**src/logic/isa_pkg.sv**
```systemverilog
//~~~~~~~~~~~~~~~~~~~~~~~~~~~~~~~~~~~~~~~~~~~~~~~~~~~~~~~~~~
// Instruction set definitions: field widths, opcodes,
// function codes, ALU operations and the decoded form
//~~~~~~~~~~~~~~~~~~~~~~~~~~~~~~~~~~~~~~~~~~~~~~~~~~~~~~~~~~
package isa_pkg;

    // Register and memory word width
    localparam int word_width    = 32;
    localparam int num_regs      = 32;

    // Instruction field widths shared by the R, I and J formats
    localparam int opcode_width  = 6;
    localparam int reg_idx_width = 5;
    localparam int shamt_width   = 5;
    localparam int funct_width   = 6;
    localparam int imm_width     = 16;
    localparam int target_width  = 26;

    // Function codes under opcode 0 and opcode 7
    localparam logic [funct_width-1:0] funct_add = 6'd0;
    localparam logic [funct_width-1:0] funct_sub = 6'd1;
    localparam logic [funct_width-1:0] funct_sll = 6'd0;
    localparam logic [funct_width-1:0] funct_srl = 6'd1;

    typedef logic [reg_idx_width-1:0] reg_idx_t;

    typedef enum logic [opcode_width-1:0] {
        opc_rtype_arith = 6'd0,
        opc_addi        = 6'd1,
        opc_and         = 6'd3,
        opc_or          = 6'd4,
        opc_andi        = 6'd5,
        opc_ori         = 6'd6,
        opc_shift       = 6'd7,
        opc_lw          = 6'd8,
        opc_sw          = 6'd9,
        opc_beq         = 6'd10,
        opc_bne         = 6'd11,
        opc_j           = 6'd16,
        opc_slt         = 6'd19,
        opc_slti        = 6'd20
    } opcode_t;

    typedef enum logic [2:0] {
        alu_add,
        alu_sub,
        alu_and,
        alu_or,
        alu_sll,
        alu_srl,
        alu_slt
    } alu_op_t;

    // Everything the datapath needs from one instruction
    typedef struct packed {
        alu_op_t                 alu_op;
        reg_idx_t                rs;
        reg_idx_t                rt;
        reg_idx_t                rd;
        logic [word_width-1:0]   imm;
        logic [shamt_width-1:0]  shamt;
        logic                    use_imm;
        logic                    reg_write;
        logic                    mem_read;
        logic                    mem_write;
        logic                    branch_eq;
        logic                    branch_ne;
        logic                    jump;
        logic [target_width-1:0] target;
    } decoded_t;

endpackage

```
**src/logic/reg_file.sv**
```systemverilog
//~~~~~~~~~~~~~~~~~~~~~~~~~~~~~~~~~~~~~~~~~~~~~~~~~~~~~~~~~~
// Register file, two read ports and one write port
//~~~~~~~~~~~~~~~~~~~~~~~~~~~~~~~~~~~~~~~~~~~~~~~~~~~~~~~~~~
`timescale 1ns/100ps

module reg_file (
    input  logic                           clk,
    input  logic                           we,
    input  isa_pkg::reg_idx_t              waddr,
    input  logic [isa_pkg::word_width-1:0] wdata,
    input  isa_pkg::reg_idx_t              raddr_a,
    input  isa_pkg::reg_idx_t              raddr_b,
    output logic [isa_pkg::word_width-1:0] rdata_a,
    output logic [isa_pkg::word_width-1:0] rdata_b
);

    // Register 0 has no storage behind it
    logic [isa_pkg::word_width-1:0] regs [1:isa_pkg::num_regs-1];

    always_ff @(posedge clk) begin
        if (we && (waddr != '0)) begin
            regs[waddr] <= wdata;
        end
    end

    assign rdata_a = (raddr_a == '0) ? '0 : regs[raddr_a];
    assign rdata_b = (raddr_b == '0) ? '0 : regs[raddr_b];

endmodule

```
**config.mk**
```make
export PLATFORM = sky130hd
export DESIGN_NAME = reg_file
export DESIGN_NICKNAME = d
export VERILOG_FILES = /design/src/logic/isa_pkg.sv /design/src/logic/reg_file.sv
export SDC_FILE = /design/constraint.sdc
export NUM_CORES = 1
export LEC_CHECK = 0
export BUFFER_PORTS_ARGS = -buffer_cell sky130_fd_sc_hd__buf_2
export CAP_MARGIN = 10
export CELL_PAD_IN_SITES_DETAIL_PLACEMENT = 0
export CELL_PAD_IN_SITES_GLOBAL_PLACEMENT = 2
export CORE_MARGIN = 4
export CORE_UTILIZATION = 33
export CTS_CLUSTER_DIAMETER = 100
export CTS_CLUSTER_SIZE = 16
export DETAILED_ROUTE_END_ITERATION = 8
export PLACE_DENSITY_LB_ADDON = 0.05
export SKIP_LAST_GASP = 1
export SYNTH_ARGS = -nofsm -noshare
export SYNTH_HDL_FRONTEND = slang
export SYNTH_SLANG_ARGS = --single-unit
```
**constraint.sdc**
```tcl
create_clock -name clk -period 5.65 [get_ports clk]
set_input_delay 0.2825 -clock clk [delete_from_list [all_inputs] [get_ports clk]]
set_output_delay 0.2825 -clock clk [all_outputs]
set_load 0.005 [all_outputs]
```
==> out/qor.yml <==
cts.path.max_buffers: 3
die-area_um2: 147000
grt_pass1_wl_um: 234000
power.density_cell_area_nw_per_um2: 283
slew_viol_final: 0
area_delta_synth_final_pct: 10.8
synth.yosys.seq_area_share: 0.641
fin_crit_ns: 3.72
place_congestion: 0.769
mappedNetlistArea_um2: 46500
cts_buffers: 72
whs_ns: 0.124
ir_worst_vdd_mv: 0.183
std_cell_rows: 137
postSynth.asyncResetShare: 0
timing.max_slew.rel_slack: 0.186
max_freq_ghz: 0.269
cts-resized-gates: 0
worst_setup_margin_ns: 1.93
tritoncts: "yes"
avgViaCountPerCell: 5.87
ctsHtreeMaxLevel: 3
path_class: "input port to output port"
globalRoute.totalOverflow: 0
num-nets-final: 2736
worst_path_buffer_plus_inverter_count: 3
synth-warning-count: 0
data_required_time_at_the_worst_endpoint_ns: 5.37
timing_worst_slew_pin_value_ns: 1.22
holdBufCountCts: 0
pre_cts_ws_ns: 1.57
layout_worst_path_cycle_share: 0.658
gr-usage-all-layers: 0.231
number_of_flops_mapped_to_enable_cells_by_yosys: 992
start_util: 0.333
setup_violations: 0
synth.ff_latch_count: 992
layout_top_registers: "regs: 992 flops"
cpMaxStageDelayCell: "sky130_fd_sc_hd__nor2b_4"
hpwl_um: 104000
netlist_instances: 2593
p_total_w: 0.0146
worstPathCellList: "buf_6 > nor2b_4 > buf_4 > a22oi_1 > nand3_1 > nand4_1 > buf_2"
rsz_0062_raised_after_global_routing: "no"
cp-end-kind: "output port"
grt_start_max_net_pins: 71
worst_hold_path.endpoint: "regs[20][15]"
port_buffers: 112
mostFrequentLayoutCell: "sky130_fd_sc_hd__edfxtp_1"
floorplan.io_pins: 113
drv.max_cap_violation_count: 0
multiInputGateArea_um2: 15900
final_hold_viol_count: 0
drtPass1Iterations: 5
die_height_um: 383
fin_util: 0.369
critPathMaxFanout: 47
static-leakage-power_nw: 16.6
synth_flop_cell: "sky130_fd_sc_hd__edfxtp_1"
min-delay-path-class: "input port to flop"
most_frequent_cells_in_the_layout: "992 x sky130_fd_sc_hd__edfxtp_1, 340 x sky130_fd_sc_hd__mux4_2, 311 x sky130_fd_sc_hd__mux2i_1"
postCtsSetupRepairBufs: 0
drive_above_1_share: 0.266
run_status: "completed"
number_of_global_route_vias_before_repair: 27400
start_kind: "input port"
worst_hold_path.num_cells: 1
drt-total-wl_um: 171000
initial_antenna_violation_count: 16
avgSynthCellArea_um2: 17.9
count_of_different_cell_masters_after_synthesis: 38
crit_family: "simple AND/OR/NAND/NOR gates"
clock_tree.root_cell: "sky130_fd_sc_hd__clkbuf_16"
drc: 0
average_detailed_routed_wire_length_per_instance_um: 37.5
launch_instance_of_the_worst_min_delay_path: "wdata[15]"
fin_tns_setup_ns: 0
vias: 26800
syn-num-nets: 2642
max_stage_delay_ns: 1.01
drtIter0Drc: 2371
route.antenna.remaining_nets: 0
max_flop_register: "regs"
worst_setup_hold_path_clk_slew_ns: 0.07
floorplan.die.width_um: 383
core-area_um2: 140000
seqCellArea_um2: 29800
critical_path_arrival_ns: 3.43
largest_register_ffs: 992
number_of_clock_sinks: 992
fill_cells: 12900
## synth_stat cells (all sizes together), types with 31 or more instances
cell,n,share of area
o21ai,32,0.0034
a22oi,94,0.015
clkbuf,88,0.0073
a22o,46,0.0087
a211o,31,0.0058
nor2b,36,0.0048
buf,115,0.017
nand3,51,0.0055
mux4,350,0.17
nand2,86,0.0069
edfxtp,992,0.64
nor2,114,0.0092
mux2i,311,0.067
and2,34,0.0046
a311o,31,0.0067
mux2,34,0.0082
a21oi,66,0.0071
## report_power, final
| group | switching [W] | internal [W] |
|---|---|---|
| logic | 0.000956 | 0.000573 |
| clock network | 0.00254 | 0.00230 |
| registers | 0.0000365 | 0.00818 |
## per-stage QoR
stage,cell area [um2],instances
5_1_grt,51500,4565
2_1_floorplan,46500,2593
3_5_place_dp,49700,4488
4_1_cts,51500,4564
3_3_place_gp,49700,4488
6_report,51500,4569
## final cells by class
type                       instances  area share
sequential                       992       0.578
multi-input combinational       1397       0.308
tap                             1876      0.0456
clock buffer                      73      0.0355
timing repair buffer             223      0.0318
clock inverter                     3    0.000413
antenna                            4    0.000194
inverter                           1   0.0000729
## worst max-delay path by stage
stage / from / endpoint / slack [ns] / cells after the start
CTS: raddr_b[0] / rdata_b[15] / 1.57 / 6
detailed placement: raddr_b[0] / rdata_b[15] / 1.57 / 6
finish: raddr_b[1] / rdata_b[22] / 1.93 / 7
global placement: raddr_b[0] / rdata_b[15] / 1.75 / 6
global route: raddr_b[1] / rdata_b[29] / 1.78 / 7
floorplan: waddr[1] / regs[12][0] / 2.95 / 3
## metal layers
metal  up-vias  track usage  routed length, um
met1     14700        0.322              74800
li1      11000            -                  -
met2       910        0.384              83200
met3       178       0.0342               9870
met4         6       0.0513               3520
met5         -            0                 35
## kinds of logic after synthesis
logic type / count (synthesis) / share of synthesized area
DFF: 992 / 0.641
muxes: 695 / 0.246
AOI/OAI and AO/OA: 333 / 0.0520
and+or+nand+nor: 369 / 0.0378
buffers and inverters: 204 / 0.0239
(Power assumes the default switching activity.)
