## config.mk

```make
export PLATFORM = sky130hd
export DESIGN_NAME = alu
export DESIGN_NICKNAME = d
export VERILOG_FILES = /design/src/logic/isa_pkg.sv /design/src/logic/alu.sv
export SDC_FILE = /design/constraint.sdc
export NUM_CORES = 1
export LEC_CHECK = 0
export BUFFER_PORTS_ARGS = -buffer_cell sky130_fd_sc_hd__buf_2
export CAP_MARGIN = 40
export CORE_AREA = 2 2 165 167
export DETAILED_ROUTE_END_ITERATION = 10
export DIE_AREA = 0 0 167 169
export SLEW_MARGIN = 40
export SYNTH_ARGS = -nofsm -noshare
export SYNTH_HDL_FRONTEND = slang
export SYNTH_SLANG_ARGS = --single-unit
```

## constraint.sdc

```tcl
create_clock -name vclk -period 3.4
set_input_delay 0.17 -clock vclk [all_inputs]
set_output_delay 0.17 -clock vclk [all_outputs]
set_load 0.01 [all_outputs]
```

## src/logic/isa_pkg.sv

```systemverilog
//~~~~~~~~~~~~~~~~~~~~~~~~~~~~~~~~~~~~~~~~~~~~~~~~~~~~~~~~~~
// Instruction set definitions: field widths, opcodes,
// function codes, ALU operations and the decoded form
//~~~~~~~~~~~~~~~~~~~~~~~~~~~~~~~~~~~~~~~~~~~~~~~~~~~~~~~~~~
package isa_pkg;

    // Register and memory word width
    localparam int word_width    = 32;
    localparam int num_regs      = 32;

    // Instruction field widths shared by the R, I and J formats
    localparam int opcode_width  = 6;
    localparam int reg_idx_width = 5;
    localparam int shamt_width   = 5;
    localparam int funct_width   = 6;
    localparam int imm_width     = 16;
    localparam int target_width  = 26;

    // Function codes under opcode 0 and opcode 7
    localparam logic [funct_width-1:0] funct_add = 6'd0;
    localparam logic [funct_width-1:0] funct_sub = 6'd1;
    localparam logic [funct_width-1:0] funct_sll = 6'd0;
    localparam logic [funct_width-1:0] funct_srl = 6'd1;

    typedef logic [reg_idx_width-1:0] reg_idx_t;

    typedef enum logic [opcode_width-1:0] {
        opc_rtype_arith = 6'd0,
        opc_addi        = 6'd1,
        opc_and         = 6'd3,
        opc_or          = 6'd4,
        opc_andi        = 6'd5,
        opc_ori         = 6'd6,
        opc_shift       = 6'd7,
        opc_lw          = 6'd8,
        opc_sw          = 6'd9,
        opc_beq         = 6'd10,
        opc_bne         = 6'd11,
        opc_j           = 6'd16,
        opc_slt         = 6'd19,
        opc_slti        = 6'd20
    } opcode_t;

    typedef enum logic [2:0] {
        alu_add,
        alu_sub,
        alu_and,
        alu_or,
        alu_sll,
        alu_srl,
        alu_slt
    } alu_op_t;

    // Everything the datapath needs from one instruction
    typedef struct packed {
        alu_op_t                 alu_op;
        reg_idx_t                rs;
        reg_idx_t                rt;
        reg_idx_t                rd;
        logic [word_width-1:0]   imm;
        logic [shamt_width-1:0]  shamt;
        logic                    use_imm;
        logic                    reg_write;
        logic                    mem_read;
        logic                    mem_write;
        logic                    branch_eq;
        logic                    branch_ne;
        logic                    jump;
        logic [target_width-1:0] target;
    } decoded_t;

endpackage

```

## src/logic/alu.sv

```systemverilog
//~~~~~~~~~~~~~~~~~~~~~~~~~~~~~~~~~~~~~~~~~~~~~~~~~~~~~~~~~~
// ALU with add, sub, logic, shifts, signed compare and an
// operand equality flag for branches
//~~~~~~~~~~~~~~~~~~~~~~~~~~~~~~~~~~~~~~~~~~~~~~~~~~~~~~~~~~
`timescale 1ns/100ps

module alu (
    input  isa_pkg::alu_op_t                op,
    input  logic [isa_pkg::word_width-1:0]  a,
    input  logic [isa_pkg::word_width-1:0]  b,
    input  logic [isa_pkg::shamt_width-1:0] shamt,
    output logic [isa_pkg::word_width-1:0]  result,
    output logic                            equal
);

    logic less;

    // Operands are two's complement for the compare
    assign less = $signed(a) < $signed(b);

    always_comb begin
        case (op)
            isa_pkg::alu_add: result = a + b;
            isa_pkg::alu_sub: result = a - b;
            isa_pkg::alu_and: result = a & b;
            isa_pkg::alu_or:  result = a | b;
            // Shifts move the rs operand by the instruction's shift field
            isa_pkg::alu_sll: result = a << shamt;
            isa_pkg::alu_srl: result = a >> shamt;
            isa_pkg::alu_slt: result = {{(isa_pkg::word_width - 1){1'b0}}, less};
            default:          result = '0;
        endcase
    end

    // Used by beq and bne, where b carries rt
    assign equal = (a == b);

endmodule

```

==> results by group <==
Run status
  – Status: finished clean

Worst setup path
  – CP top delay family: compound AO/OA/AOI/OAI gates
  – Critical Path RT: 3.23 ns
  – Critical Path AT: 3.11 ns
  – Most used cell along the critical path: buf_2
  – Setup CP Type: in2out
  – Startpoint types: primary input
  – Crit-path max cell delay: 0.46 ns
  – Worst path cell trace: buf_2 -> inv_1 -> ha_1 -> o21bai_1 -> a21oi_1 -> o21ai_1 -> o21ai_2 -> a31oi_2 -> a311o_1 -> a311oi_1 -> a41oi_1 -> o221ai_1 -> a21o_1 -> buf_2
  – Maximum fanout along the worst path: 5
  – WP buf/inv: 3
  – Slowest-stage cell, CP: a311o_1
  – CP Capture Type: output pin

Timing
  – Fin crit period: 3.28 ns
  – RSZ-0062 raised after global routing: no
  – Fmax: 0.305 GHz
  – Final hold viol count: 0
  – Fin worst setup slack: 0.119 ns
  – Final setup viols: 0
  – Pins Over Slew Limit: 0
  – Worst Tran Pin Value: 0.926 ns
  – Final period util: 96.5%
  – Slew HR: 37.6%
  – TNS Setup: 0 ns

Global routing
  – Initial antenna violation count: 1
  – Gr ovfl total: 0
  – First-pass GRT wire length: 57000 µm
  – Vias in the first global route: 9213
  – Largest net degree at the start of global routing: 63
  – Total GRT Usage: 26.0%

Detailed routing
  – Via count: 9845
  – DRC Markers: 0
  – Wire per inst: 23.5 µm
  – Initial drt markers: 1175
  – First drt pass iteration count: 5
  – WL final: 38600 µm
  – Via density: 5.98
  – Final ANT Viol Nets: 0

Yosys
  – YS warnings: 0
  – Post-synthesis sequential area ratio: 0%
  – Net Count, Synth: 1369
  – Area of the mapped netlist: 7840 µm²
  – Mean Syn Cell Area: 6.59 µm²
  – Mapped Cells: 1189
  – Yosys cell types: 78

Pwr
  – Sequential Power Share: 0%
  – Switch Pwr: 1.06 mW
  – Power per cell area: 184 nW/µm²
  – Clock Power Share: 0%
  – Static leakage: 4.27 nW
  – Power Internal: 0.624 mW
  – Comb pwr share: 100.0%
  – Switching share of total power: 63.0%
  – Peak VDD IR: 0.0699 mV

Place
  – Post-DP HPWL: 32100 µm
  – GP Congestion: 1.03
  – Pre-CTS setup slack: 0.0940 ns
  – Port bufs: 105
  – Post-Place Cell Area: 9090 µm²

Run
  – Max-Cap Viols: 0

Hold path
  – HP Class: in2out

Layout
  – Multi-input gate area: 7150 µm²
  – Cell area after layout: 9140 µm²
  – Layout cells sized above 1: 19.5%
  – Seq cells: 0
  – Register area: 0 µm²
  – Ant diodes: 0
  – # clk buffers: 0
  – Nets: 1486
  – Fillcell total: 2946
  – Layout Utilization: 34.5%
  – Syn-to-layout area delta: 16.6%

Die
  – Die X: 167 µm
  – Full die area: 28200 µm²
  – Area of the core: 26500 µm²
  – Rows: 60
  – Starting Density: 29.6%
  – Height of the die: 169 µm
  – I/O pin cnt: 105
[power groups by stage]
stage	sequential (mW)	combinational [mW]	clock (mW)
6_report	0	1.68	0
5_1_grt	0	1.79	0
4_1_cts	0	1.62	0
3_5_place_dp	0	1.62	0
3_3_place_gp	0	1.62	0
2_1_floorplan	0	0.997	0
[cells by family after synthesis]
group	synth area share [%]
AOI/OAI and AO/OA	36.5
and+or+nand+nor	18.8
buffers and inverters	9.39
adders and majority gates	17.4
muxes	14.8
xor gates and xnor gates	3.02
[synthesized netlist by cell type (all sizes together) (3+ instances only)]
| library cell | count | area [µm²] |
|---|---|---|
| nor2 | 136 | 510 |
| a21oi | 134 | 671 |
| o21ai | 120 | 604 |
| ha | 106 | 1330 |
| nand2 | 103 | 387 |
| inv | 97 | 364 |
| mux2i | 71 | 711 |
| buf | 41 | 221 |
| clkbuf | 37 | 150 |
| xnor2 | 25 | 219 |
| nor3 | 20 | 100 |
| o211ai | 20 | 164 |
| a211oi | 19 | 143 |
| a21o | 18 | 136 |
| nand3 | 17 | 85.1 |
| o221ai | 16 | 140 |
| a221oi | 15 | 131 |
| mux4 | 15 | 338 |
| o31ai | 14 | 105 |
| o21bai | 13 | 97.6 |
| o22ai | 13 | 81.3 |
| a31oi | 12 | 81.3 |
| nor2b | 11 | 68.8 |
| nor4 | 11 | 83.8 |
| mux2 | 10 | 113 |
| a22oi | 9 | 67.6 |
| nand2b | 7 | 43.8 |
| a2111oi | 6 | 60.1 |
| a211o | 5 | 43.8 |
| nand4 | 5 | 31.3 |
| o21a | 5 | 37.5 |
| a31o | 4 | 35.0 |
| and2 | 4 | 25.0 |
| or2 | 4 | 25.0 |
| a21boi | 3 | 22.5 |
| a221o | 3 | 31.3 |
| a311oi | 3 | 26.3 |
| and3 | 3 | 18.8 |
| and4 | 3 | 27.5 |
| or3 | 3 | 23.8 |
[worst min-delay path: cells and delay by family]
| family | cells | cell delay (ns) |
|---|---|---|
| and+or+nand+nor | 1 | 0.20 |
| AOI/OAI and AO/OA | 1 | 0.12 |
| buffers and inverters | 2 | 0.32 |
[routing by layer]
metal / vias up / global-route usage [%] / routed length (µm)
met4: 0 / 9.00 / 1470
met3: 76 / 2.24 / 2850
met1: 4688 / 37.1 / 17200
met2: 512 / 41.0 / 17100
li1: 4569 / - / -
met5: - / 0 / 0
[per-stage QoR]
step                      hold slack [ns]  cells  total power [mW]
after global routing                0.981   1645              1.79
after CTS                           0.947   1644              1.62
after floorplan                     0.573   1189             0.997
final                               0.980   1645              1.68
after global placement              0.984   1644              1.62
after detailed placement            0.948   1644              1.62
[final timing paths]
path,from,endpoint,slack [ns],cells after the start
max,b[1],result[25],0.12,14
min,op[2],result[0],0.98,4
[final cells by class]
cell class	count	share of cell area [%]
multi-input combinational	1014	78.2
timing repair buffer	193	13.1
inverter	97	3.98
tap	341	4.67
[cells in the final DEF, fill, tap and decap left out, types with 5 or more instances in the layout]
| cell | n |
|---|---|
| a221oi_1 | 15 |
| nand2b_1 | 7 |
| o22ai_1 | 13 |
| o211ai_1 | 19 |
| nand2_1 | 102 |
| a211o_1 | 5 |
| mux4_2 | 15 |
| a211oi_1 | 19 |
| buf_4 | 88 |
| xnor2_1 | 25 |
| nand4_1 | 5 |
| ha_2 | 6 |
| o31ai_1 | 14 |
| a21o_1 | 17 |
| mux2i_1 | 71 |
| o21bai_1 | 13 |
| nor2b_1 | 11 |
| o21a_1 | 5 |
| a22oi_1 | 9 |
| inv_1 | 93 |
| o21ai_1 | 6 |
| nor2_1 | 136 |
| nor3_1 | 19 |
| nor4_1 | 10 |
| ha_1 | 100 |
| mux2_2 | 10 |
| buf_2 | 104 |
| o221ai_1 | 16 |
| a31oi_1 | 11 |
| a21oi_1 | 133 |
| nand3_1 | 17 |
| o21ai_0 | 112 |
[repair_timing]
item                                    in CTS  in global routing
gates resized for setup                      0                 13
endpoints found under the setup margin       0                 11
setup buffers                                0                  1
hold buffers                                 0                  0
(Power assumes the default switching activity.)
