==> config.mk <==
export PLATFORM = sky130hd
export DESIGN_NAME = address_counter
export DESIGN_NICKNAME = d
export VERILOG_FILES = /design/src/logic/isa_pkg.sv /design/src/logic/cpu_pkg.sv /design/src/logic/address_counter.sv
export SDC_FILE = /design/constraint.sdc
export NUM_CORES = 1
export LEC_CHECK = 0
export BUFFER_PORTS_ARGS = -buffer_cell sky130_fd_sc_hd__buf_4
export CORE_MARGIN = 1
export CORE_UTILIZATION = 38
export DETAILED_ROUTE_END_ITERATION = 10
export HOLD_SLACK_MARGIN = 0.12
export PLACE_DENSITY = 0.75
export SLEW_MARGIN = 20
export SYNTH_ARGS = -nofsm -noshare
export SYNTH_HDL_FRONTEND = slang
export SYNTH_SLANG_ARGS = --single-unit
==> constraint.sdc <==
create_clock -name clk -period 1.25 [get_ports clk]
set_input_delay 0.125 -clock clk [delete_from_list [all_inputs] [get_ports clk]]
set_output_delay 0.125 -clock clk [all_outputs]
set_load 0.03 [all_outputs]
==> src/logic/isa_pkg.sv <==
//~~~~~~~~~~~~~~~~~~~~~~~~~~~~~~~~~~~~~~~~~~~~~~~~~~~~~~~~~~
// Instruction set definitions: field widths, opcodes,
// function codes, ALU operations and the decoded form
//~~~~~~~~~~~~~~~~~~~~~~~~~~~~~~~~~~~~~~~~~~~~~~~~~~~~~~~~~~
package isa_pkg;

    // Register and memory word width
    localparam int word_width    = 32;
    localparam int num_regs      = 32;

    // Instruction field widths shared by the R, I and J formats
    localparam int opcode_width  = 6;
    localparam int reg_idx_width = 5;
    localparam int shamt_width   = 5;
    localparam int funct_width   = 6;
    localparam int imm_width     = 16;
    localparam int target_width  = 26;

    // Function codes under opcode 0 and opcode 7
    localparam logic [funct_width-1:0] funct_add = 6'd0;
    localparam logic [funct_width-1:0] funct_sub = 6'd1;
    localparam logic [funct_width-1:0] funct_sll = 6'd0;
    localparam logic [funct_width-1:0] funct_srl = 6'd1;

    typedef logic [reg_idx_width-1:0] reg_idx_t;

    typedef enum logic [opcode_width-1:0] {
        opc_rtype_arith = 6'd0,
        opc_addi        = 6'd1,
        opc_and         = 6'd3,
        opc_or          = 6'd4,
        opc_andi        = 6'd5,
        opc_ori         = 6'd6,
        opc_shift       = 6'd7,
        opc_lw          = 6'd8,
        opc_sw          = 6'd9,
        opc_beq         = 6'd10,
        opc_bne         = 6'd11,
        opc_j           = 6'd16,
        opc_slt         = 6'd19,
        opc_slti        = 6'd20
    } opcode_t;

    typedef enum logic [2:0] {
        alu_add,
        alu_sub,
        alu_and,
        alu_or,
        alu_sll,
        alu_srl,
        alu_slt
    } alu_op_t;

    // Everything the datapath needs from one instruction
    typedef struct packed {
        alu_op_t                 alu_op;
        reg_idx_t                rs;
        reg_idx_t                rt;
        reg_idx_t                rd;
        logic [word_width-1:0]   imm;
        logic [shamt_width-1:0]  shamt;
        logic                    use_imm;
        logic                    reg_write;
        logic                    mem_read;
        logic                    mem_write;
        logic                    branch_eq;
        logic                    branch_ne;
        logic                    jump;
        logic [target_width-1:0] target;
    } decoded_t;

endpackage

==> src/logic/cpu_pkg.sv <==
//~~~~~~~~~~~~~~~~~~~~~~~~~~~~~~~~~~~~~~~~~~~~~~~~~~~~~~~~~~
// Machine definitions: memory size, word types, the load
// stream word and the control states
//~~~~~~~~~~~~~~~~~~~~~~~~~~~~~~~~~~~~~~~~~~~~~~~~~~~~~~~~~~
package cpu_pkg;

    // Both memories hold this many words
    localparam int mem_depth  = 256;
    localparam int addr_width = $clog2(mem_depth);

    typedef logic [addr_width-1:0]          addr_t;
    typedef logic [isa_pkg::word_width-1:0] instr_word_t;
    typedef logic [isa_pkg::word_width-1:0] data_word_t;

    // One beat of the load stream
    // to_data picks the data memory, otherwise the word is an instruction
    typedef struct packed {
        logic       valid;
        logic       to_data;
        data_word_t word;
    } load_word_t;

    typedef enum logic [2:0] {
        s_load,
        s_fetch,
        s_decode,
        s_execute,
        s_writeback,
        s_done
    } cpu_state_t;

endpackage

==> src/logic/address_counter.sv <==
//~~~~~~~~~~~~~~~~~~~~~~~~~~~~~~~~~~~~~~~~~~~~~~~~~~~~~~~~~~
// Load pointers for both memories, the program counter
// and the instruction count latched at start
//~~~~~~~~~~~~~~~~~~~~~~~~~~~~~~~~~~~~~~~~~~~~~~~~~~~~~~~~~~
`timescale 1ns/100ps

module address_counter (
    input  logic                clk,
    input  logic                rst_n,
    input  cpu_pkg::cpu_state_t state,
    input  cpu_pkg::load_word_t load,
    input  logic                start,
    input  cpu_pkg::addr_t      next_pc,
    output cpu_pkg::addr_t      instr_load_addr,
    output cpu_pkg::addr_t      data_load_addr,
    output cpu_pkg::addr_t      pc,
    output cpu_pkg::addr_t      instr_count
);

    logic loading;

    // Words are only taken while the machine sits in the load state
    assign loading = (state == cpu_pkg::s_load);

    // Each pointer steps past the word just written to its memory
    always_ff @(posedge clk or negedge rst_n) begin
        if (!rst_n) begin
            instr_load_addr <= '0;
            data_load_addr  <= '0;
        end else if (loading && load.valid) begin
            if (load.to_data) begin
                data_load_addr <= data_load_addr + 1'b1;
            end else begin
                instr_load_addr <= instr_load_addr + 1'b1;
            end
        end
    end

    // The instruction pointer at start marks the end of the program
    always_ff @(posedge clk or negedge rst_n) begin
        if (!rst_n) begin
            pc          <= '0;
            instr_count <= '0;
        end else if (loading && start) begin
            pc          <= '0;
            instr_count <= instr_load_addr;
        end else if (state == cpu_pkg::s_writeback) begin
            pc <= next_pc;
        end
    end

endmodule

==> out/metrics.yaml <==
status: "completed"
synth_nets: 149
grt_max_degree: 33
antennaDiodeCount: 0
final_cell_mix: "buf_4 (68), dfrtp_1 (25), mux2_2 (10), xor2_1 (9), dlygate4sd3_1 (9)"
reg2regPathDepth: 3
clk_pin_slew_ns: 0.10
die_x_um: 61.05
relSlewSlack_pct: 66.66
yosysWarnings: 0
first_iter_violations: 10
clockBufferDepth: 2
drive_gt1_share_pct: 54.89
syn_to_final_growth_pct: 60.25
rrSetupSlack_ns: 0.01
drc: 0
fin_crit_sh_pct: 99.72
die_area_um2: 3727
wl_per_cell_um: 13.06
crit_chain: "buf_4 > or4b_1 > or4b_4 > xnor2_1"
fin_setup_tns_ns: 0
arrival_ns: 1.47
yosys.area_share.simple_pct: 13.69
grt-ovfl-total: 0
cp_top_family: "simple AND/OR/NAND/NOR gates"
rows: 21
ant_nets: 0
synth_area_um2: 1325
critPathBufInv: 1
root_buffer: "clkbuf_4"
max_slew.worst_pin.slew_ns: 0.4983
die_h_um: 61.05
fillers: 252
hold_path.class: "primary input to flop"
drt_pre_antenna_iters: 4
use_met2_pct: 30.59
track_usage_pct: 16.76
powerDensity_nw_per_um2: 1559
synth_compound_area_share_pct: 5.288
setup_viol: 0
vdd_drop_max_v: 0.001492
vias_per_cell: 4.822
power_leakage_nw: 1.087
grt_pass1_wl_mm: 4.491
ios: 80
synth.mux.area_fraction_pct: 8.499
ys_seq_area_share_pct: 60.43
min_path_cells: 4
hold_viol: 0
drv_slew: 0
worst-path-stages: 4
initial_core_util_pct: 39.71
grt_pass1_vias: 1066
rr_startpoint: "instr_load_addr[0]"
start_kind: "primary input"
synth_cell_types: 21
crit-reg2reg-capture: "instr_load_addr[7]"
cpPeakStageDelay_ns: 0.57
io_buffers: 47
synth-xor-area-share_pct: 9.254
cts_sinks: 32
antenna_found_initial: 0
cts_buffers: 5
min_from: "state[1]"
synth_top_family_by_area: "simple AND/OR/NAND/NOR gates"
grt_use_met3_pct: 6.092
avgSynthCellArea_um2: 13.38
grt.busiest_layer: "met2"
grtUsageMet1_pct: 17.32
maxCapViolations: 0
finalNetCount: 233
end_kind: "flop"
totalWireLength_mm: 3.004
gp_congestion: 0.7013
fin_skew_ns: 0.007554
ys_seq_elements: 32
holdPathEnd: "instr_load_addr[7]"
max_freq_mhz: 802.3
vias: 1109
rsz0062_at_grt: "true"
synthAdderAreaFrac_pct: 1.889
dp.cells: 212
hpwl_mm: 2.178
cp_slowest_cell: "or4b_1"
crit_required_ns: 1.48
h-tree-depth: 2
layoutNonFillerInstCount: 230
final_common_cell: "buf_4"
tritoncts: "built"
path_max_fanout: 2
period_minus_slack_ns: 1.246
core_area_um2: 3337
clock_latency_ns: 0.33
critPathKind: "primary input to flop"
synth_cells: 99
cells in the mapped netlist:
library cell	n	area share, %
a22o_1	8	5.3
and3_1	1	0.47
and3b_1	1	0.66
buf_2	1	0.38
dfrtp_1	32	60
ha_1	2	1.9
inv_1	2	0.57
mux2_2	10	8.5
nand2_1	5	1.4
nand2b_1	1	0.47
nand3_1	3	1.1
nand4_1	3	1.4
nor2_1	5	1.4
nor3_1	5	1.9
nor3b_1	1	0.57
nor4_2	1	0.94
nor4b_1	1	0.66
nor4b_2	1	1.1
or4b_1	2	1.5
xnor2_1	5	3.3
xor2_1	9	5.9
routing by layer:
layer	routed length (um)	vias up
met4	52	0
met5	0	-
met1	1240	536
met3	161	7
li1	-	524
met2	1550	42
worst max path at each step:
stage               slack (ns)            endpoint          startpoint
floorplan                -0.15  instr_load_addr[1]            state[1]
detailed placement       -0.29  instr_load_addr[7]            state[1]
finish                   0.004  instr_load_addr[7]            state[1]
CTS                      0.002  instr_load_addr[7]  instr_load_addr[1]
global route             -0.02  instr_load_addr[7]  instr_load_addr[0]
global placement         -0.27  instr_load_addr[7]            state[1]
repair_timing:
| action | CTS | global route |
|---|---|---|
| buffers inserted | 1 | 0 |
| endpoints found under the hold margin | 40 | 0 |
| pin swaps | 2 | 1 |
| hold buffers | 9 | 0 |
| gates resized for setup | 1 | 4 |
| setup endpoints to repair | 1 | 5 |
flip-flops by register name, summed over array words and instances, names as in the netlist:
register	cells
pc	8
data_load_addr	8
instr_count	8
instr_load_addr	8
report_power, final:
part           total [mW]  switching [mW]  internal, mW  leakage, nW
combinational        1.09           0.609         0.483        0.628
sequential           1.34           0.131          1.21        0.407
clock               0.875           0.345         0.531       0.0515
total                3.31            1.08          2.23         1.09
cells by family (layout without fill, tap and decap cells):
kind of cell	Yosys count	in the layout
compound gates	8	8
flops	32	32
buf+inv	3	88
xor+xnor	14	14
simple gates	30	30
fa+ha+maj	2	2
mux	10	10
per-stage QoR:
stage          util, %  power [mW]  hold slack [ns]  cell area (um2)  setup WS, ns
6_report         63.63       3.311           0.2268             2123      0.003534
5_1_grt          63.63       3.477           0.2275             2123      -0.02231
4_1_cts          63.18       3.338           0.1902             2108      0.001980
3_5_place_dp     57.29       2.431          0.09068             1912       -0.2933
3_3_place_gp     57.29       2.390          0.07616             1912       -0.2748
2_1_floorplan        -       1.917          -0.1706             1349       -0.1467
layout make-up:
type / instances / area (um2) / area share, %
inverter: 2 / 7.507 / 0.3536
clock buffer: 7 / 65.06 / 3.064
timing repair buffer: 78 / 611.8 / 28.82
multi-input combinational: 64 / 541.8 / 25.52
tap: 46 / 57.56 / 2.711
sequential: 32 / 809.5 / 38.13
clock inverter: 1 / 30.03 / 1.414
worst register-to-register path, delay by kind of cell (launching register included):
| kind | cells | cell delay [ns] |
|---|---|---|
| AND/OR/NAND/NOR | 2 | 0.65 |
| flip-flops | 1 | 0.36 |
| XOR/XNOR | 1 | 0.13 |
Note: power is estimated with default switching activity, not from simulation.
