===== src/logic/isa_pkg.sv =====
//~~~~~~~~~~~~~~~~~~~~~~~~~~~~~~~~~~~~~~~~~~~~~~~~~~~~~~~~~~
// Instruction set definitions: field widths, opcodes,
// function codes, ALU operations and the decoded form
//~~~~~~~~~~~~~~~~~~~~~~~~~~~~~~~~~~~~~~~~~~~~~~~~~~~~~~~~~~
package isa_pkg;

    // Register and memory word width
    localparam int word_width    = 32;
    localparam int num_regs      = 32;

    // Instruction field widths shared by the R, I and J formats
    localparam int opcode_width  = 6;
    localparam int reg_idx_width = 5;
    localparam int shamt_width   = 5;
    localparam int funct_width   = 6;
    localparam int imm_width     = 16;
    localparam int target_width  = 26;

    // Function codes under opcode 0 and opcode 7
    localparam logic [funct_width-1:0] funct_add = 6'd0;
    localparam logic [funct_width-1:0] funct_sub = 6'd1;
    localparam logic [funct_width-1:0] funct_sll = 6'd0;
    localparam logic [funct_width-1:0] funct_srl = 6'd1;

    typedef logic [reg_idx_width-1:0] reg_idx_t;

    typedef enum logic [opcode_width-1:0] {
        opc_rtype_arith = 6'd0,
        opc_addi        = 6'd1,
        opc_and         = 6'd3,
        opc_or          = 6'd4,
        opc_andi        = 6'd5,
        opc_ori         = 6'd6,
        opc_shift       = 6'd7,
        opc_lw          = 6'd8,
        opc_sw          = 6'd9,
        opc_beq         = 6'd10,
        opc_bne         = 6'd11,
        opc_j           = 6'd16,
        opc_slt         = 6'd19,
        opc_slti        = 6'd20
    } opcode_t;

    typedef enum logic [2:0] {
        alu_add,
        alu_sub,
        alu_and,
        alu_or,
        alu_sll,
        alu_srl,
        alu_slt
    } alu_op_t;

    // Everything the datapath needs from one instruction
    typedef struct packed {
        alu_op_t                 alu_op;
        reg_idx_t                rs;
        reg_idx_t                rt;
        reg_idx_t                rd;
        logic [word_width-1:0]   imm;
        logic [shamt_width-1:0]  shamt;
        logic                    use_imm;
        logic                    reg_write;
        logic                    mem_read;
        logic                    mem_write;
        logic                    branch_eq;
        logic                    branch_ne;
        logic                    jump;
        logic [target_width-1:0] target;
    } decoded_t;

endpackage


===== src/logic/cpu_pkg.sv =====
//~~~~~~~~~~~~~~~~~~~~~~~~~~~~~~~~~~~~~~~~~~~~~~~~~~~~~~~~~~
// Machine definitions: memory size, word types, the load
// stream word and the control states
//~~~~~~~~~~~~~~~~~~~~~~~~~~~~~~~~~~~~~~~~~~~~~~~~~~~~~~~~~~
package cpu_pkg;

    // Both memories hold this many words
    localparam int mem_depth  = 256;
    localparam int addr_width = $clog2(mem_depth);

    typedef logic [addr_width-1:0]          addr_t;
    typedef logic [isa_pkg::word_width-1:0] instr_word_t;
    typedef logic [isa_pkg::word_width-1:0] data_word_t;

    // One beat of the load stream
    // to_data picks the data memory, otherwise the word is an instruction
    typedef struct packed {
        logic       valid;
        logic       to_data;
        data_word_t word;
    } load_word_t;

    typedef enum logic [2:0] {
        s_load,
        s_fetch,
        s_decode,
        s_execute,
        s_writeback,
        s_done
    } cpu_state_t;

endpackage


===== src/logic/instr_decoder.sv =====
//~~~~~~~~~~~~~~~~~~~~~~~~~~~~~~~~~~~~~~~~~~~~~~~~~~~~~~~~~~
// Combinational instruction decoder
//~~~~~~~~~~~~~~~~~~~~~~~~~~~~~~~~~~~~~~~~~~~~~~~~~~~~~~~~~~
`timescale 1ns/100ps

module instr_decoder (
    input  cpu_pkg::instr_word_t instr,
    output isa_pkg::decoded_t    dec
);

    localparam int ext_width = isa_pkg::word_width - isa_pkg::imm_width;

    isa_pkg::opcode_t                  opcode;
    logic [isa_pkg::funct_width-1:0]   funct;
    logic [isa_pkg::imm_width-1:0]     imm16;

    assign opcode = isa_pkg::opcode_t'(instr[31:26]);
    assign funct  = instr[5:0];
    assign imm16  = instr[15:0];

    always_comb begin
        // Unknown opcodes fall through as a no-op with every flag low
        dec        = '0;
        dec.rs     = instr[25:21];
        dec.rt     = instr[20:16];
        dec.rd     = instr[15:11];
        dec.shamt  = instr[10:6];
        dec.target = instr[25:0];
        dec.imm    = {{ext_width{imm16[isa_pkg::imm_width-1]}}, imm16};

        case (opcode)
            isa_pkg::opc_rtype_arith: begin
                dec.reg_write = (funct == isa_pkg::funct_add) || (funct == isa_pkg::funct_sub);
                dec.alu_op    = (funct == isa_pkg::funct_sub) ? isa_pkg::alu_sub : isa_pkg::alu_add;
            end
            isa_pkg::opc_shift: begin
                dec.reg_write = (funct == isa_pkg::funct_sll) || (funct == isa_pkg::funct_srl);
                dec.alu_op    = (funct == isa_pkg::funct_srl) ? isa_pkg::alu_srl : isa_pkg::alu_sll;
            end
            isa_pkg::opc_and: begin
                dec.reg_write = 1'b1;
                dec.alu_op    = isa_pkg::alu_and;
            end
            isa_pkg::opc_or: begin
                dec.reg_write = 1'b1;
                dec.alu_op    = isa_pkg::alu_or;
            end
            isa_pkg::opc_slt: begin
                dec.reg_write = 1'b1;
                dec.alu_op    = isa_pkg::alu_slt;
            end
            isa_pkg::opc_addi, isa_pkg::opc_slti: begin
                dec.reg_write = 1'b1;
                dec.use_imm   = 1'b1;
                dec.alu_op    = (opcode == isa_pkg::opc_slti) ? isa_pkg::alu_slt : isa_pkg::alu_add;
            end
            isa_pkg::opc_andi, isa_pkg::opc_ori: begin
                // Logic immediates are zero-extended
                dec.reg_write = 1'b1;
                dec.use_imm   = 1'b1;
                dec.imm       = {{ext_width{1'b0}}, imm16};
                dec.alu_op    = (opcode == isa_pkg::opc_ori) ? isa_pkg::alu_or : isa_pkg::alu_and;
            end
            isa_pkg::opc_lw: begin
                dec.reg_write = 1'b1;
                dec.use_imm   = 1'b1;
                dec.mem_read  = 1'b1;
            end
            isa_pkg::opc_sw: begin
                dec.use_imm   = 1'b1;
                dec.mem_write = 1'b1;
            end
            // Branches compare rs with rt, the offset stays in imm
            isa_pkg::opc_beq: dec.branch_eq = 1'b1;
            isa_pkg::opc_bne: dec.branch_ne = 1'b1;
            isa_pkg::opc_j:   dec.jump      = 1'b1;
            default: ;
        endcase
    end

endmodule


===== config.mk =====
export PLATFORM = sky130hd
export DESIGN_NAME = instr_decoder
export DESIGN_NICKNAME = d
export VERILOG_FILES = /design/src/logic/isa_pkg.sv /design/src/logic/cpu_pkg.sv /design/src/logic/instr_decoder.sv
export SDC_FILE = /design/constraint.sdc
export NUM_CORES = 1
export LEC_CHECK = 0
export BUFFER_PORTS_ARGS = -buffer_cell sky130_fd_sc_hd__buf_4
export CAP_MARGIN = 5
export CORE_MARGIN = 10
export CORE_UTILIZATION = 33
export DETAILED_ROUTE_END_ITERATION = 7
export GPL_TIMING_DRIVEN = 0
export PLACE_DENSITY = 0.82
export SLEW_MARGIN = 10
export SYNTH_ARGS = -nofsm -noshare
export SYNTH_HDL_FRONTEND = slang
export SYNTH_SLANG_ARGS = --single-unit

===== constraint.sdc =====
create_clock -name vclk -period 1.9
set_input_delay 0.095 -clock vclk [all_inputs]
set_output_delay 0.095 -clock vclk [all_outputs]
set_load 0.05 [all_outputs]

==> summary.md <==
| Metric | Value |
|---|---|
| Synthesis-to-layout area growth | 90.59% |
| Grt total ovfl | 0 |
| Flop pwr share | 0 |
| Clk pwr share | 0 |
| Switching share of power | 0.6312 |
| Crit-path cells | buf_4, buf_2, xor2_1, a31oi_2, buf_4, buf_4 |
| Setup Viol. Count Final | 0 |
| First-pass GRT wire length | 4795 um |
| Crit-path slowest cell | a31oi_2 |
| Top-area cell type share of the netlist area | 0.6657 |
| Post-DRT Antenna Nets | 0 |
| Worst Path Arrival | 1.51 ns |
| Synth cell count leaders | buf_4 (79), nor2_1 (9), nor3b_1 (4) |
| Residual DRC count | 0 |
| Dpl cell area | 1698 um2 |
| Die Width | 71.96 um |
| Filler instances | 240 |
| Worst slew pin tran | 0.6419 ns |
| Synth warnings | 0 |
| Vias per inst | 3.946 |
| Max_cap viols | 0 |
| Post-synthesis cell type count | 26 |
| IO Count | 120 |
| Sequential cell count | 0 |
| Final GP Congestion | 0.8370 |
| Hold Violations, Final | 0 |
| Highest clock rate | 0.6212 GHz |
| Initial antenna violation count | 0 |
| CTS resizes | 0 |
| CP top delay family | buffers and inverters |
| Hold Crit Start | instr[13] |
| Fin area | 1698 um2 |
| Core area | 2522 um2 |
| Total number of vias | 1018 |
| Critical Path Source Type | primary input |
| Syn_nets | 159 |
| Met3 Track Usage GR | 0.04898 |
| Crit path buffers/inverters | 4 |
| Vias in the first global route | 981 |
| Grt peak-use layer | met2 |
| Post-Syn Area per Cell | 7.015 um2 |
| GR Util met2 | 0.2137 |
| Period utilization | 0.8472 |
| Max FO, Critical Path | 16 |
| Part of the power in combinational logic | 1.000 |
| Final wirelength | 3212 um |
| Storage element area | 0 um2 |
| Post-CTS Setup Repair Bufs | 0 |
| Row cnt | 18 |
| Hold crit path type | in -> out |
| Cell Area, Synth | 890.9 um2 |
| Crit end category | output port |
| Slew Viols, Final | 0 |
| Most frequent cell on the critical path | buf_4 |
| Post-synthesis sequential area ratio | 0 |
| Die footprint | 5178 um2 |
| Maximum VDD drop | 0.3089 mV |
| Critical Path RT | 1.80 ns |
| Initial Util | 0.3532 |
| NetSw | 445.2 uW |
| Hold slack | 0.4455 ns |
| DRT Pass-1 Iters | 4 |
| N_diodes | 0 |
| Tmin final | 1.610 ns |
| Hold EP | dec[13] |
| Hpwl dp | 3006 um |
| Die height | 71.96 um |
| Power density cells | 415.4 nW/um2 |
| GRT Total Usage | 0.1060 |
| Top-count cell post-synth | buf_4 |
| Post-CTS Hold Buffers | 0 |
| Area of the multi-input gates | 284.0 um2 |
| Max-slew headroom | 0.5707 |
| Clock buffer count | 0 |
| Post-Synthesis Cells | 127 |
| Pint | 260.1 uW |
| Largest net degree at the start of global routing | 17 |
| I/O Buffers | 101 |
| Crit-path max cell delay | 0.57 ns |
| Fin nets | 262 |
| Met1 GRT Util | 0.09969 |
| Unrepaired setup endpoints after global routing | no |
| Starting DRT DRC Count | 8 |
| P_leak | 0.0009608 uW |
| Status | complete, no violations |
| CP Class | in -> out |
| Share of post-route cells with drive strength above 1 | 0.8289 |
| Top cells by area, synth | buf_4 (67%), nor2_1 (3.8%), nor3b_1 (3.4%) |
| WL per Instance | 12.45 um |
| Hold path cells | 2 |
| Synth area leader | buf_4 |
-- power by group through the flow --
| stage | Combinational, uW | Clock [uW] | Sequential, uW |
|---|---|---|---|
| final | 705 | 0 | 0 |
| after global routing | 736 | 0 | 0 |
| after global placement | 708 | 0 | 0 |
| after detailed placement | 713 | 0 | 0 |
| after CTS | 713 | 0 | 0 |
| after floorplan | 524 | 0 | 0 |
-- cell families after synthesis --
logic type      Yosys count  share of synthesized area
compound gates           11                    0.08987
xor+xnor                  2                    0.01967
buf+inv                  83                     0.6938
simple gates             31                     0.1966
-- routing by layer --
layer  part of all wire  vias to the layer above
li1                   -                      537
met5                  0                        -
met4                  0                        0
met3               0.13                        0
met2               0.55                       55
met1               0.32                      426
-- layout make-up --
| type | count | area share |
|---|---|---|
| multi-input cells | 44 | 0.1673 |
| repair buffers | 101 | 0.4466 |
| well taps | 30 | 0.02211 |
| plain buffers | 82 | 0.3618 |
| inverters | 1 | 0.002211 |
-- layout by cell type (no fill, tap or decap), drive strengths merged --
master	instances
a2111oi	1
a21oi	3
a221o	1
a311oi	1
a31oi	2
buf	183
inv	1
nand2	2
nand2b	3
nand3	3
nand3b	1
nand4	1
nor2	11
nor3	3
nor3b	4
o21ai	2
o221ai	1
or2	2
or4	1
xnor2	1
xor2	1
-- stage by stage --
step	TNS, ns	util	setup WS, ns	total power, uW	std cells
after floorplan	-0.01239	-	-0.01239	523.7	127
after global placement	0	0.6731	0.2671	708.3	258
after detailed placement	0	0.6731	0.2613	712.7	258
after CTS	0	0.6731	0.2613	712.9	258
after global routing	0	0.6731	0.1112	736.4	258
final	0	0.6731	0.2903	705.3	258
-- worst max-delay path by stage --
stage                     endpoint  cells past startpoint      start
after floorplan            dec[28]                      4  instr[30]
after global placement     dec[64]                      6  instr[26]
after detailed placement   dec[64]                      6  instr[26]
after CTS                  dec[64]                      6  instr[26]
after global routing       dec[58]                      6  instr[26]
final                      dec[64]                      6  instr[26]
(Power assumes the default switching activity.)
