$ cat src/logic/isa_pkg.sv
//~~~~~~~~~~~~~~~~~~~~~~~~~~~~~~~~~~~~~~~~~~~~~~~~~~~~~~~~~~
// Instruction set definitions: field widths, opcodes,
// function codes, ALU operations and the decoded form
//~~~~~~~~~~~~~~~~~~~~~~~~~~~~~~~~~~~~~~~~~~~~~~~~~~~~~~~~~~
package isa_pkg;

    // Register and memory word width
    localparam int word_width    = 32;
    localparam int num_regs      = 32;

    // Instruction field widths shared by the R, I and J formats
    localparam int opcode_width  = 6;
    localparam int reg_idx_width = 5;
    localparam int shamt_width   = 5;
    localparam int funct_width   = 6;
    localparam int imm_width     = 16;
    localparam int target_width  = 26;

    // Function codes under opcode 0 and opcode 7
    localparam logic [funct_width-1:0] funct_add = 6'd0;
    localparam logic [funct_width-1:0] funct_sub = 6'd1;
    localparam logic [funct_width-1:0] funct_sll = 6'd0;
    localparam logic [funct_width-1:0] funct_srl = 6'd1;

    typedef logic [reg_idx_width-1:0] reg_idx_t;

    typedef enum logic [opcode_width-1:0] {
        opc_rtype_arith = 6'd0,
        opc_addi        = 6'd1,
        opc_and         = 6'd3,
        opc_or          = 6'd4,
        opc_andi        = 6'd5,
        opc_ori         = 6'd6,
        opc_shift       = 6'd7,
        opc_lw          = 6'd8,
        opc_sw          = 6'd9,
        opc_beq         = 6'd10,
        opc_bne         = 6'd11,
        opc_j           = 6'd16,
        opc_slt         = 6'd19,
        opc_slti        = 6'd20
    } opcode_t;

    typedef enum logic [2:0] {
        alu_add,
        alu_sub,
        alu_and,
        alu_or,
        alu_sll,
        alu_srl,
        alu_slt
    } alu_op_t;

    // Everything the datapath needs from one instruction
    typedef struct packed {
        alu_op_t                 alu_op;
        reg_idx_t                rs;
        reg_idx_t                rt;
        reg_idx_t                rd;
        logic [word_width-1:0]   imm;
        logic [shamt_width-1:0]  shamt;
        logic                    use_imm;
        logic                    reg_write;
        logic                    mem_read;
        logic                    mem_write;
        logic                    branch_eq;
        logic                    branch_ne;
        logic                    jump;
        logic [target_width-1:0] target;
    } decoded_t;

endpackage

$ cat src/logic/cpu_pkg.sv
//~~~~~~~~~~~~~~~~~~~~~~~~~~~~~~~~~~~~~~~~~~~~~~~~~~~~~~~~~~
// Machine definitions: memory size, word types, the load
// stream word and the control states
//~~~~~~~~~~~~~~~~~~~~~~~~~~~~~~~~~~~~~~~~~~~~~~~~~~~~~~~~~~
package cpu_pkg;

    // Both memories hold this many words
    localparam int mem_depth  = 256;
    localparam int addr_width = $clog2(mem_depth);

    typedef logic [addr_width-1:0]          addr_t;
    typedef logic [isa_pkg::word_width-1:0] instr_word_t;
    typedef logic [isa_pkg::word_width-1:0] data_word_t;

    // One beat of the load stream
    // to_data picks the data memory, otherwise the word is an instruction
    typedef struct packed {
        logic       valid;
        logic       to_data;
        data_word_t word;
    } load_word_t;

    typedef enum logic [2:0] {
        s_load,
        s_fetch,
        s_decode,
        s_execute,
        s_writeback,
        s_done
    } cpu_state_t;

endpackage

$ cat src/logic/cpu_control.sv
//~~~~~~~~~~~~~~~~~~~~~~~~~~~~~~~~~~~~~~~~~~~~~~~~~~~~~~~~~~
// Control FSM: load, fetch, decode, execute, writeback, done
//~~~~~~~~~~~~~~~~~~~~~~~~~~~~~~~~~~~~~~~~~~~~~~~~~~~~~~~~~~
`timescale 1ns/100ps

module cpu_control (
    input  logic                clk,
    input  logic                rst_n,
    input  logic                start,
    input  logic                program_end,
    output cpu_pkg::cpu_state_t state,
    output logic                done
);

    cpu_pkg::cpu_state_t state_next;

    // One state per cycle once running, so every instruction takes four cycles
    always_comb begin
        state_next = state;
        case (state)
            cpu_pkg::s_load: begin
                if (start) begin
                    state_next = cpu_pkg::s_fetch;
                end
            end
            cpu_pkg::s_fetch:   state_next = cpu_pkg::s_decode;
            cpu_pkg::s_decode:  state_next = cpu_pkg::s_execute;
            cpu_pkg::s_execute: state_next = cpu_pkg::s_writeback;
            cpu_pkg::s_writeback: begin
                // The new pc meeting the instruction count ends the run
                state_next = program_end ? cpu_pkg::s_done : cpu_pkg::s_fetch;
            end
            // Only reset leaves the done state
            cpu_pkg::s_done: state_next = cpu_pkg::s_done;
            default:         state_next = cpu_pkg::s_load;
        endcase
    end

    always_ff @(posedge clk or negedge rst_n) begin
        if (!rst_n) begin
            state <= cpu_pkg::s_load;
        end else begin
            state <= state_next;
        end
    end

    // Set on the same edge that enters s_done, so done tracks that state
    always_ff @(posedge clk or negedge rst_n) begin
        if (!rst_n) begin
            done <= 1'b0;
        end else if ((state == cpu_pkg::s_writeback) && program_end) begin
            done <= 1'b1;
        end
    end

endmodule

$ cat config.mk
export PLATFORM = sky130hd
export DESIGN_NAME = cpu_control
export DESIGN_NICKNAME = d
export VERILOG_FILES = /design/src/logic/isa_pkg.sv /design/src/logic/cpu_pkg.sv /design/src/logic/cpu_control.sv
export SDC_FILE = /design/constraint.sdc
export NUM_CORES = 1
export LEC_CHECK = 0
export BUFFER_PORTS_ARGS = -buffer_cell sky130_fd_sc_hd__buf_4
export CORE_AREA = 2 2 39 41
export CTS_BUF_LIST = sky130_fd_sc_hd__clkbuf_16
export DETAILED_ROUTE_END_ITERATION = 10
export DIE_AREA = 0 0 41 43
export MAX_ROUTING_LAYER = met4
export PLACE_DENSITY = 0.35
export SYNTH_ARGS = -nofsm -noshare
export SYNTH_HDL_FRONTEND = slang
export SYNTH_SLANG_ARGS = --single-unit
$ cat constraint.sdc
create_clock -name clk -period 1.27 [get_ports clk]
set_input_delay 0.127 -clock clk [delete_from_list [all_inputs] [get_ports clk]]
set_output_delay 0.127 -clock clk [all_outputs]
set_load 0.1 [all_outputs]
==> results.tsv, run 1 <==
stage	metric	value	unit
floorplanning	Rows	14	
clock_tree	Clock Sinks	4	
hold_path	hold crit path type	primary input to flop	
finish	layout cell share with drive strength beyond 1	53.8	%
synth	Syn Inst Count	14	
critical_path	slowest stage delay, CP	0.40	ns
synth	complex-gate fraction of the synthesized area	15.5	%
detailed_routing	vias per inst	3.55	
detailed_routing	antenna-violating nets left	0	
critical_path	Startpoint Class	flop	
grt	first-pass GRT wire length	655	µm
finish	ANT cells	0	
pwr	Logic pwr share	4.5	%
detailed_routing	Avg WL per Cell	9.69	µm
timing	maximum clock frequency	944	MHz
synth	synthesis-stage register bit count	4	
pwr	NetSw	0.112	mW
critical_path	CP Buf/Inv Count	1	
timing	final period utilization	83.4	%
synth	main combinational cell family by area after synthesis	simple AND/OR/NAND/NOR gates	
critical_path	slowest cell on the critical path	dfrtp_2	
placed_design	GP Congestion	0.604	
floorplanning	die width	41	µm
critical_path	CP Max Fanout	6	
synth	Yosys warning count	0	
hold_path	worst hold start	program_end	
timing	Fin. Hold Viols	0	
floorplanning	Starting Density	11.7	%
floorplanning	Die ar.	1760	µm²
clock_tree	CTS tree	built	
critical_path	CP arrival	0.93	ns
synth	sequential element share of the synthesized area	62.0	%
finish	Layout area overhead	102	%
pwr	Clk network pwr share	75.7	%
detailed_routing	DRT iter0 DRCs	7	
critical_path	family with the most delay on the worst path	flip-flops	
pwr	Seq pwr share	19.8	%
finish	commonest non-fill, non-tap cell in the layout	buf_4	
clock_tree	cts bufs inserted	3	
critical_path	CP Data Required Time	1.14	ns
pwr	Power per Cell Area	2020	nW/µm²
critical_path	Worst setup EP type	primary output	
pwr	IR drop worst, VDD	533	µV
grt	gr usage total	6.82	%
timing	fin crit period	1.06	ns
timing	final setup TNS	0	ns
grt	initial antenna violation count	0	
placed_design	port bufs	7	
floorplanning	Core Area	1380	µm²
floorplanning	Die Ht	43	µm
pwr	Int Pwr	0.548	mW
job	Max-Cap Viols	0	
clock_tree	Reg clk slew, reported paths	0.03	ns
critical_path	CP Capture Point	state[0]	
pwr	Leak Pwr	0.144	nW
critical_path	RR Endpoint	state[2]$_DFFE_PN0P_	
clock_tree	root buf cell	clkbuf_16	
clock_tree	Worst-Skew Late Latency	0.23	ns
critical_path	crit path launch	state[0]$_DFFE_PN0P_	
synth	Synth Area in Adders	0	%
pwr	switching share of power	17.0	%
grt	remaining global-route overflow	0	
critical_path	R2R Setup Slk	0.42	ns
timing	RSZ-0062 raised after global routing	no	
pwr	Final Total Pwr	0.661	mW
grt	largest net degree at the start of global routing	7	
timing	Slew HR	81.5	%
detailed_routing	drt pass-1 iters	4	
synth	Distinct cells, synth	8	
detailed_routing	Via Count	149	
synth	mapped cell area	161	µm²
synth	syn_area_per_cell	11.5	µm²
floorplanning	I/O Pins	8	
clock_tree	H-tree levels	1	
grt	vias in the first global route	145	
timing	worst slew pin tran	0.279	ns
synth	post-synthesis mux area share	0	%
detailed_routing	DRC	0	
synth	xor/xnor share of the synthesized area	5.43	%
timing	# setup viols final	0	
critical_path	R2R cell count	2	
timing	Setup Skew	0.00290	ns
finish	Fill cells	155	
timing	Max Slew Vio Count	0	
critical_path	r2r startpoint	state[1]$_DFFE_PN0P_	
critical_path	Crit path depth	1	
finish	most frequent cells in the layout	7 x buf_4, 3 x nor2_1, 3 x clkbuf_16, 3 x dfrtp_2, 2 x nand2b_1	
critical_path	critical path class	flop to primary output	
finish	Final Net Count	31	
synth	Syn Nets	18	
status	outcome	completed	
detailed_routing	wirelength, routed	407	µm
critical_path	crit-path cells	buf_4	
synth	Post-Synth Simple-Gate Area	17.1	%
clock_tree	CTS Buffer Depth	2	
clock_tree	# Post-CTS Setup Buffers	0	
## synth_stat cells
cell | n | share of area, %
dfrtp_1 | 4 | 62
nand2_1 | 1 | 2.3
nand2b_1 | 2 | 7.8
nor2_1 | 3 | 7.0
o21bai_2 | 1 | 7.0
o22ai_1 | 1 | 3.9
o31ai_1 | 1 | 4.7
xnor2_1 | 1 | 5.4
## worst min path at each step
stage,to,cells past startpoint
3_5_place_dp,done$_DFFE_PN0P_,1
6_report,done$_DFFE_PN0P_,3
3_3_place_gp,done$_DFFE_PN0P_,1
4_1_cts,done$_DFFE_PN0P_,3
2_1_floorplan,done$_DFFE_PN0P_,0
5_1_grt,done$_DFFE_PN0P_,3
## layer usage
layer  track usage, %  vias to the layer above  part of all wire [%]
li1                 -                       71                     -
met1             8.47                       66                    50
met2             5.00                       10                    36
met3             4.71                        2                    13
met4             10.0                        0                  0.98
met5                -                        -                     0
## cell families (layout without fill, tap and decap cells)
family                    after synthesis  count (layout)
xor gates and xnor gates                1               1
buffers and inverters                   0              12
and+or+nand+nor                         6               6
AOI/OAI and AO/OA                       3               3
DFF                                     4               4
## state kept, by name, summed over array words and instances, names as in the netlist
signal  cells
state       3
done        1
## layout make-up
| type | instances | area, µm² | area share [%] |
|---|---|---|---|
| clock buffer | 3 | 75.1 | 23.0 |
| tap | 16 | 20.0 | 6.13 |
| multi-input combinational | 10 | 61.3 | 18.8 |
| sequential | 4 | 104 | 31.8 |
| timing repair buffer | 8 | 62.6 | 19.2 |
| clock inverter | 1 | 3.75 | 1.15 |
## timing repair
item,CTS,global route
resized for setup,0,0
endpoints found under the setup margin,0,0
hold buffers,1,0
endpoints found under the hold margin,4,0
## per-stage QoR
step	hold WS [ns]	setup slack [ns]	instances	utilization, %	instance area, µm²
3_3_place_gp	-0.0716	0.446	37	17.2	238
2_1_floorplan	-0.169	0.0593	14	-	165
6_report	0.179	0.210	42	23.6	327
5_1_grt	0.199	0.188	42	23.6	327
4_1_cts	0.179	0.207	42	23.6	327
3_5_place_dp	-0.0728	0.435	37	17.2	238
## power groups by stage
stage	clock [mW]	combinational, mW	sequential (mW)
detailed placement	0	0.0277	0.132
CTS	0.518	0.0302	0.131
finish	0.500	0.0299	0.131
floorplan	0	0.00246	0.144
global placement	0	0.0277	0.132
global route	0.526	0.0318	0.131
Note: power is estimated with default switching activity, not from simulation.
==> run 2: changes to the inputs <==
--- a/config.mk
+++ b/config.mk
@@ -5,13 +5,14 @@
 export SDC_FILE = /design/constraint.sdc
 export NUM_CORES = 1
 export LEC_CHECK = 0
+export ABC_AREA = 1
 export BUFFER_PORTS_ARGS = -buffer_cell sky130_fd_sc_hd__buf_4
 export CORE_AREA = 2 2 39 41
 export CTS_BUF_LIST = sky130_fd_sc_hd__clkbuf_16
 export DETAILED_ROUTE_END_ITERATION = 10
 export DIE_AREA = 0 0 41 43
 export MAX_ROUTING_LAYER = met4
-export PLACE_DENSITY = 0.35
+export PLACE_DENSITY = 0.36
 export SYNTH_ARGS = -nofsm -noshare
 export SYNTH_HDL_FRONTEND = slang
 export SYNTH_SLANG_ARGS = --single-unit
==> constraint.sdc (replaced) <==
create_clock -name clk -period 1 [get_ports clk]
set_input_delay 0.1 -clock clk [delete_from_list [all_inputs] [get_ports clk]]
set_output_delay 0.1 -clock clk [all_outputs]
set_load 0.1 [all_outputs]
==> run 2 against run 1 <==
Effect of this change: first-iteration DRC count decreased by 86%; synthesized area rose by 8.5%; utilization increased by 6.1 points; worst setup slack got worse by 0.20 ns; synthesized cell count is 57% higher.
==> results.tsv, run 2 <==
stage	metric	value	unit
floorplanning	I/O Pins	8	
grt	vias in the first global route	178	
finish	Largest Register	state	
timing	Max Slew Vio Count	0	
clock_tree	cts bufs inserted	3	
synth	Syn Inst Count	22	
critical_path	slowest stage delay, CP	0.49	ns
grt	first-pass GRT wire length	724	µm
detailed_routing	Avg WL per Cell	7.90	µm
grt	gr usage total	7.42	%
detailed_routing	vias per inst	3.37	
finish	Core Util, Final	29.7	%
timing	worst slew pin tran	0.277	ns
grt	GR Util met2	7.81	%
grt	initial antenna violation count	0	
critical_path	RR Endpoint	state[2]$_DFFE_PN0P_	
finish	ANT cells	0	
timing	maximum clock frequency	1010	MHz
floorplanning	Die ar.	1760	µm²
synth	Syn Nets	26	
hold_path	hold crit path type	primary input to flop	
clock_tree	CTS tree	built	
synth	Area contributors post-synth	dfrtp_1 57%, nand2_1 19%, inv_1 6.4%, nor2_1 4.3%, o21bai_1 4.3%	
timing	final period utilization	99.0	%
critical_path	critical path class	flop to primary output	
synth	Yosys warning count	0	
placed_design	GP Congestion	0.694	
timing	Slew HR	81.7	%
finish	biggest regs	state (3), done (1)	
finish	layout cell share with drive strength beyond 1	60.0	%
clock_tree	Worst-Skew Late Latency	0.22	ns
finish	max reg flops	3	
grt	met1 usage	7.42	%
floorplanning	Rows	14	
finish	commonest non-fill, non-tap cell in the layout	nand2_1	
critical_path	crit-path cells	buf_12	
finish	most frequent cells in the layout	7 x nand2_1, 4 x buf_4	
grt	global route hottest layer	met3	
timing	RSZ-0062 raised after global routing	yes	
timing	# setup viols final	0	
grt	met3 Usage GRT	7.85	%
grt	remaining global-route overflow	0	
synth	syn_area_per_cell	7.96	µm²
detailed_routing	DRT iter0 DRCs	1	
timing	fin crit period	0.990	ns
floorplanning	Die Ht	43	µm
synth	EDFF count, synth	0	
synth	cell taking the most area after synthesis	dfrtp_1	
grt	largest net degree at the start of global routing	5	
synth	sequential element share of the synthesized area	57.1	%
status	outcome	completed	
critical_path	CP Buf/Inv Count	1	
finish	Final Net Count	41	
critical_path	Startpoint Class	flop	
floorplanning	die width	41	µm
hold_path	hold path depth	3	
hold_path	worst hold start	start	
critical_path	crit path launch	state[0]$_DFFE_PN0P_	
placed_design	dpl hpwl	296	µm
critical_path	CP Max Fanout	3	
placed_design	port bufs	7	
clock_tree	CTS Buffer Depth	2	
floorplanning	Starting Density	12.7	%
synth	main flop type after synthesis	dfrtp_1	
critical_path	r2r startpoint	state[1]$_DFFE_PN0P_	
clock_tree	Clock Sinks	4	
timing	Fin. Hold Viols	0	
detailed_routing	wirelength, routed	403	µm
detailed_routing	DRC	0	
critical_path	Worst setup EP type	primary output	
synth	asr flop ratio synth	100	%
critical_path	R2R Setup Slk	0.08	ns
detailed_routing	drt pass-1 iters	2	
detailed_routing	antenna-violating nets left	0	
critical_path	CP Data Required Time	0.90	ns
clock_tree	Reg clk slew, reported paths	0.03	ns
timing	Setup Skew	0.000298	ns
critical_path	family with the most delay on the worst path	flip-flops	
job	Max-Cap Viols	0	
critical_path	CP arrival	0.89	ns
synth	Distinct cells, synth	8	
synth	share of the synthesized area in the top cell type	57.1	%
hold_path	Hold EP	state[0]$_DFFE_PN0P_	
clock_tree	H-tree levels	1	
floorplanning	Core Area	1380	µm²
detailed_routing	Via Count	172	
synth	top-count cell post-synth	nand2_1	
clock_tree	root buf cell	clkbuf_16	
critical_path	slowest cell on the critical path	dfrtp_4	
critical_path	R2R cell count	6	
synth	mapped cell area	175	µm²
synth	commonest cells in the netlist	9 x nand2_1, 4 x dfrtp_1, 3 x inv_1	
synth	synthesis-stage register bit count	4	
finish	Layout area overhead	134	%
[run 2: changes by cell type in the layout (fill, tap and decap cells not counted), moves of 3 or more]
cell     delta
nand2_1     +6
buf_12      +3
buf_4       -3
dfrtp_4     +3
nand2_2     +3
[run 2: timing repair]
item,CTS,global route
cloned,0,0
endpoints found under the setup margin,3,2
resized for setup,9,4
hold buffers,1,0
buffers inserted,2,0
hold endpoints to repair,4,0
[run 2: layout make-up]
type                    instances  area [µm²]
clock buffers                   3        75.1
multi-input cells              14        65.1
flip-flops and latches          4         113
repair buffers                 10         123
fillers                       147         973
inverters                       4        15.0
well taps                      16        20.0
[run 2: cell families (layout without fill, tap and decap cells)]
group | count (synthesis) | after routing | share of synthesized area [%]
flip-flops | 4 | 4 | 57.1
AND/OR/NAND/NOR | 12 | 12 | 27.1
buffers and inverters | 4 | 17 | 8.57
AO/OA/AOI/OAI | 2 | 2 | 7.14
[run 2: worst max-delay path by stage]
stage | cells past startpoint | end | slack (ns)
final | 1 | state[0] | 0.01
after global routing | 1 | state[2] | -0.002
after CTS | 1 | state[0] | 0.004
after detailed placement | 1 | state[1] | 0.17
after global placement | 1 | state[1] | 0.18
after floorplan | 5 | state[2]$_DFFE_PN0P_ | 0.005
[run 2: metrics by stage]
stage	worst slack (ns)	TNS, ns	hold WS [ns]	instances	instance area [µm²]
after CTS	0.00400	0	0.143	51	398
after global routing	-0.00198	-0.00349	0.173	51	410
final	0.0101	0	0.138	51	410
after floorplan	0.00486	0	-0.196	22	188
after detailed placement	0.175	0	-0.0990	45	260
after global placement	0.175	0	-0.101	45	260
[run 2: routing by layer]
layer  part of all wire [%]  wire, µm
met1                     43       175
met2                     42       168
met3                     12        49
met4                    2.5        10
met5                      0         0
Power of run 2 is not shown: default switching activity piles up to over one toggle a cycle in this logic, so the estimate is an artifact.
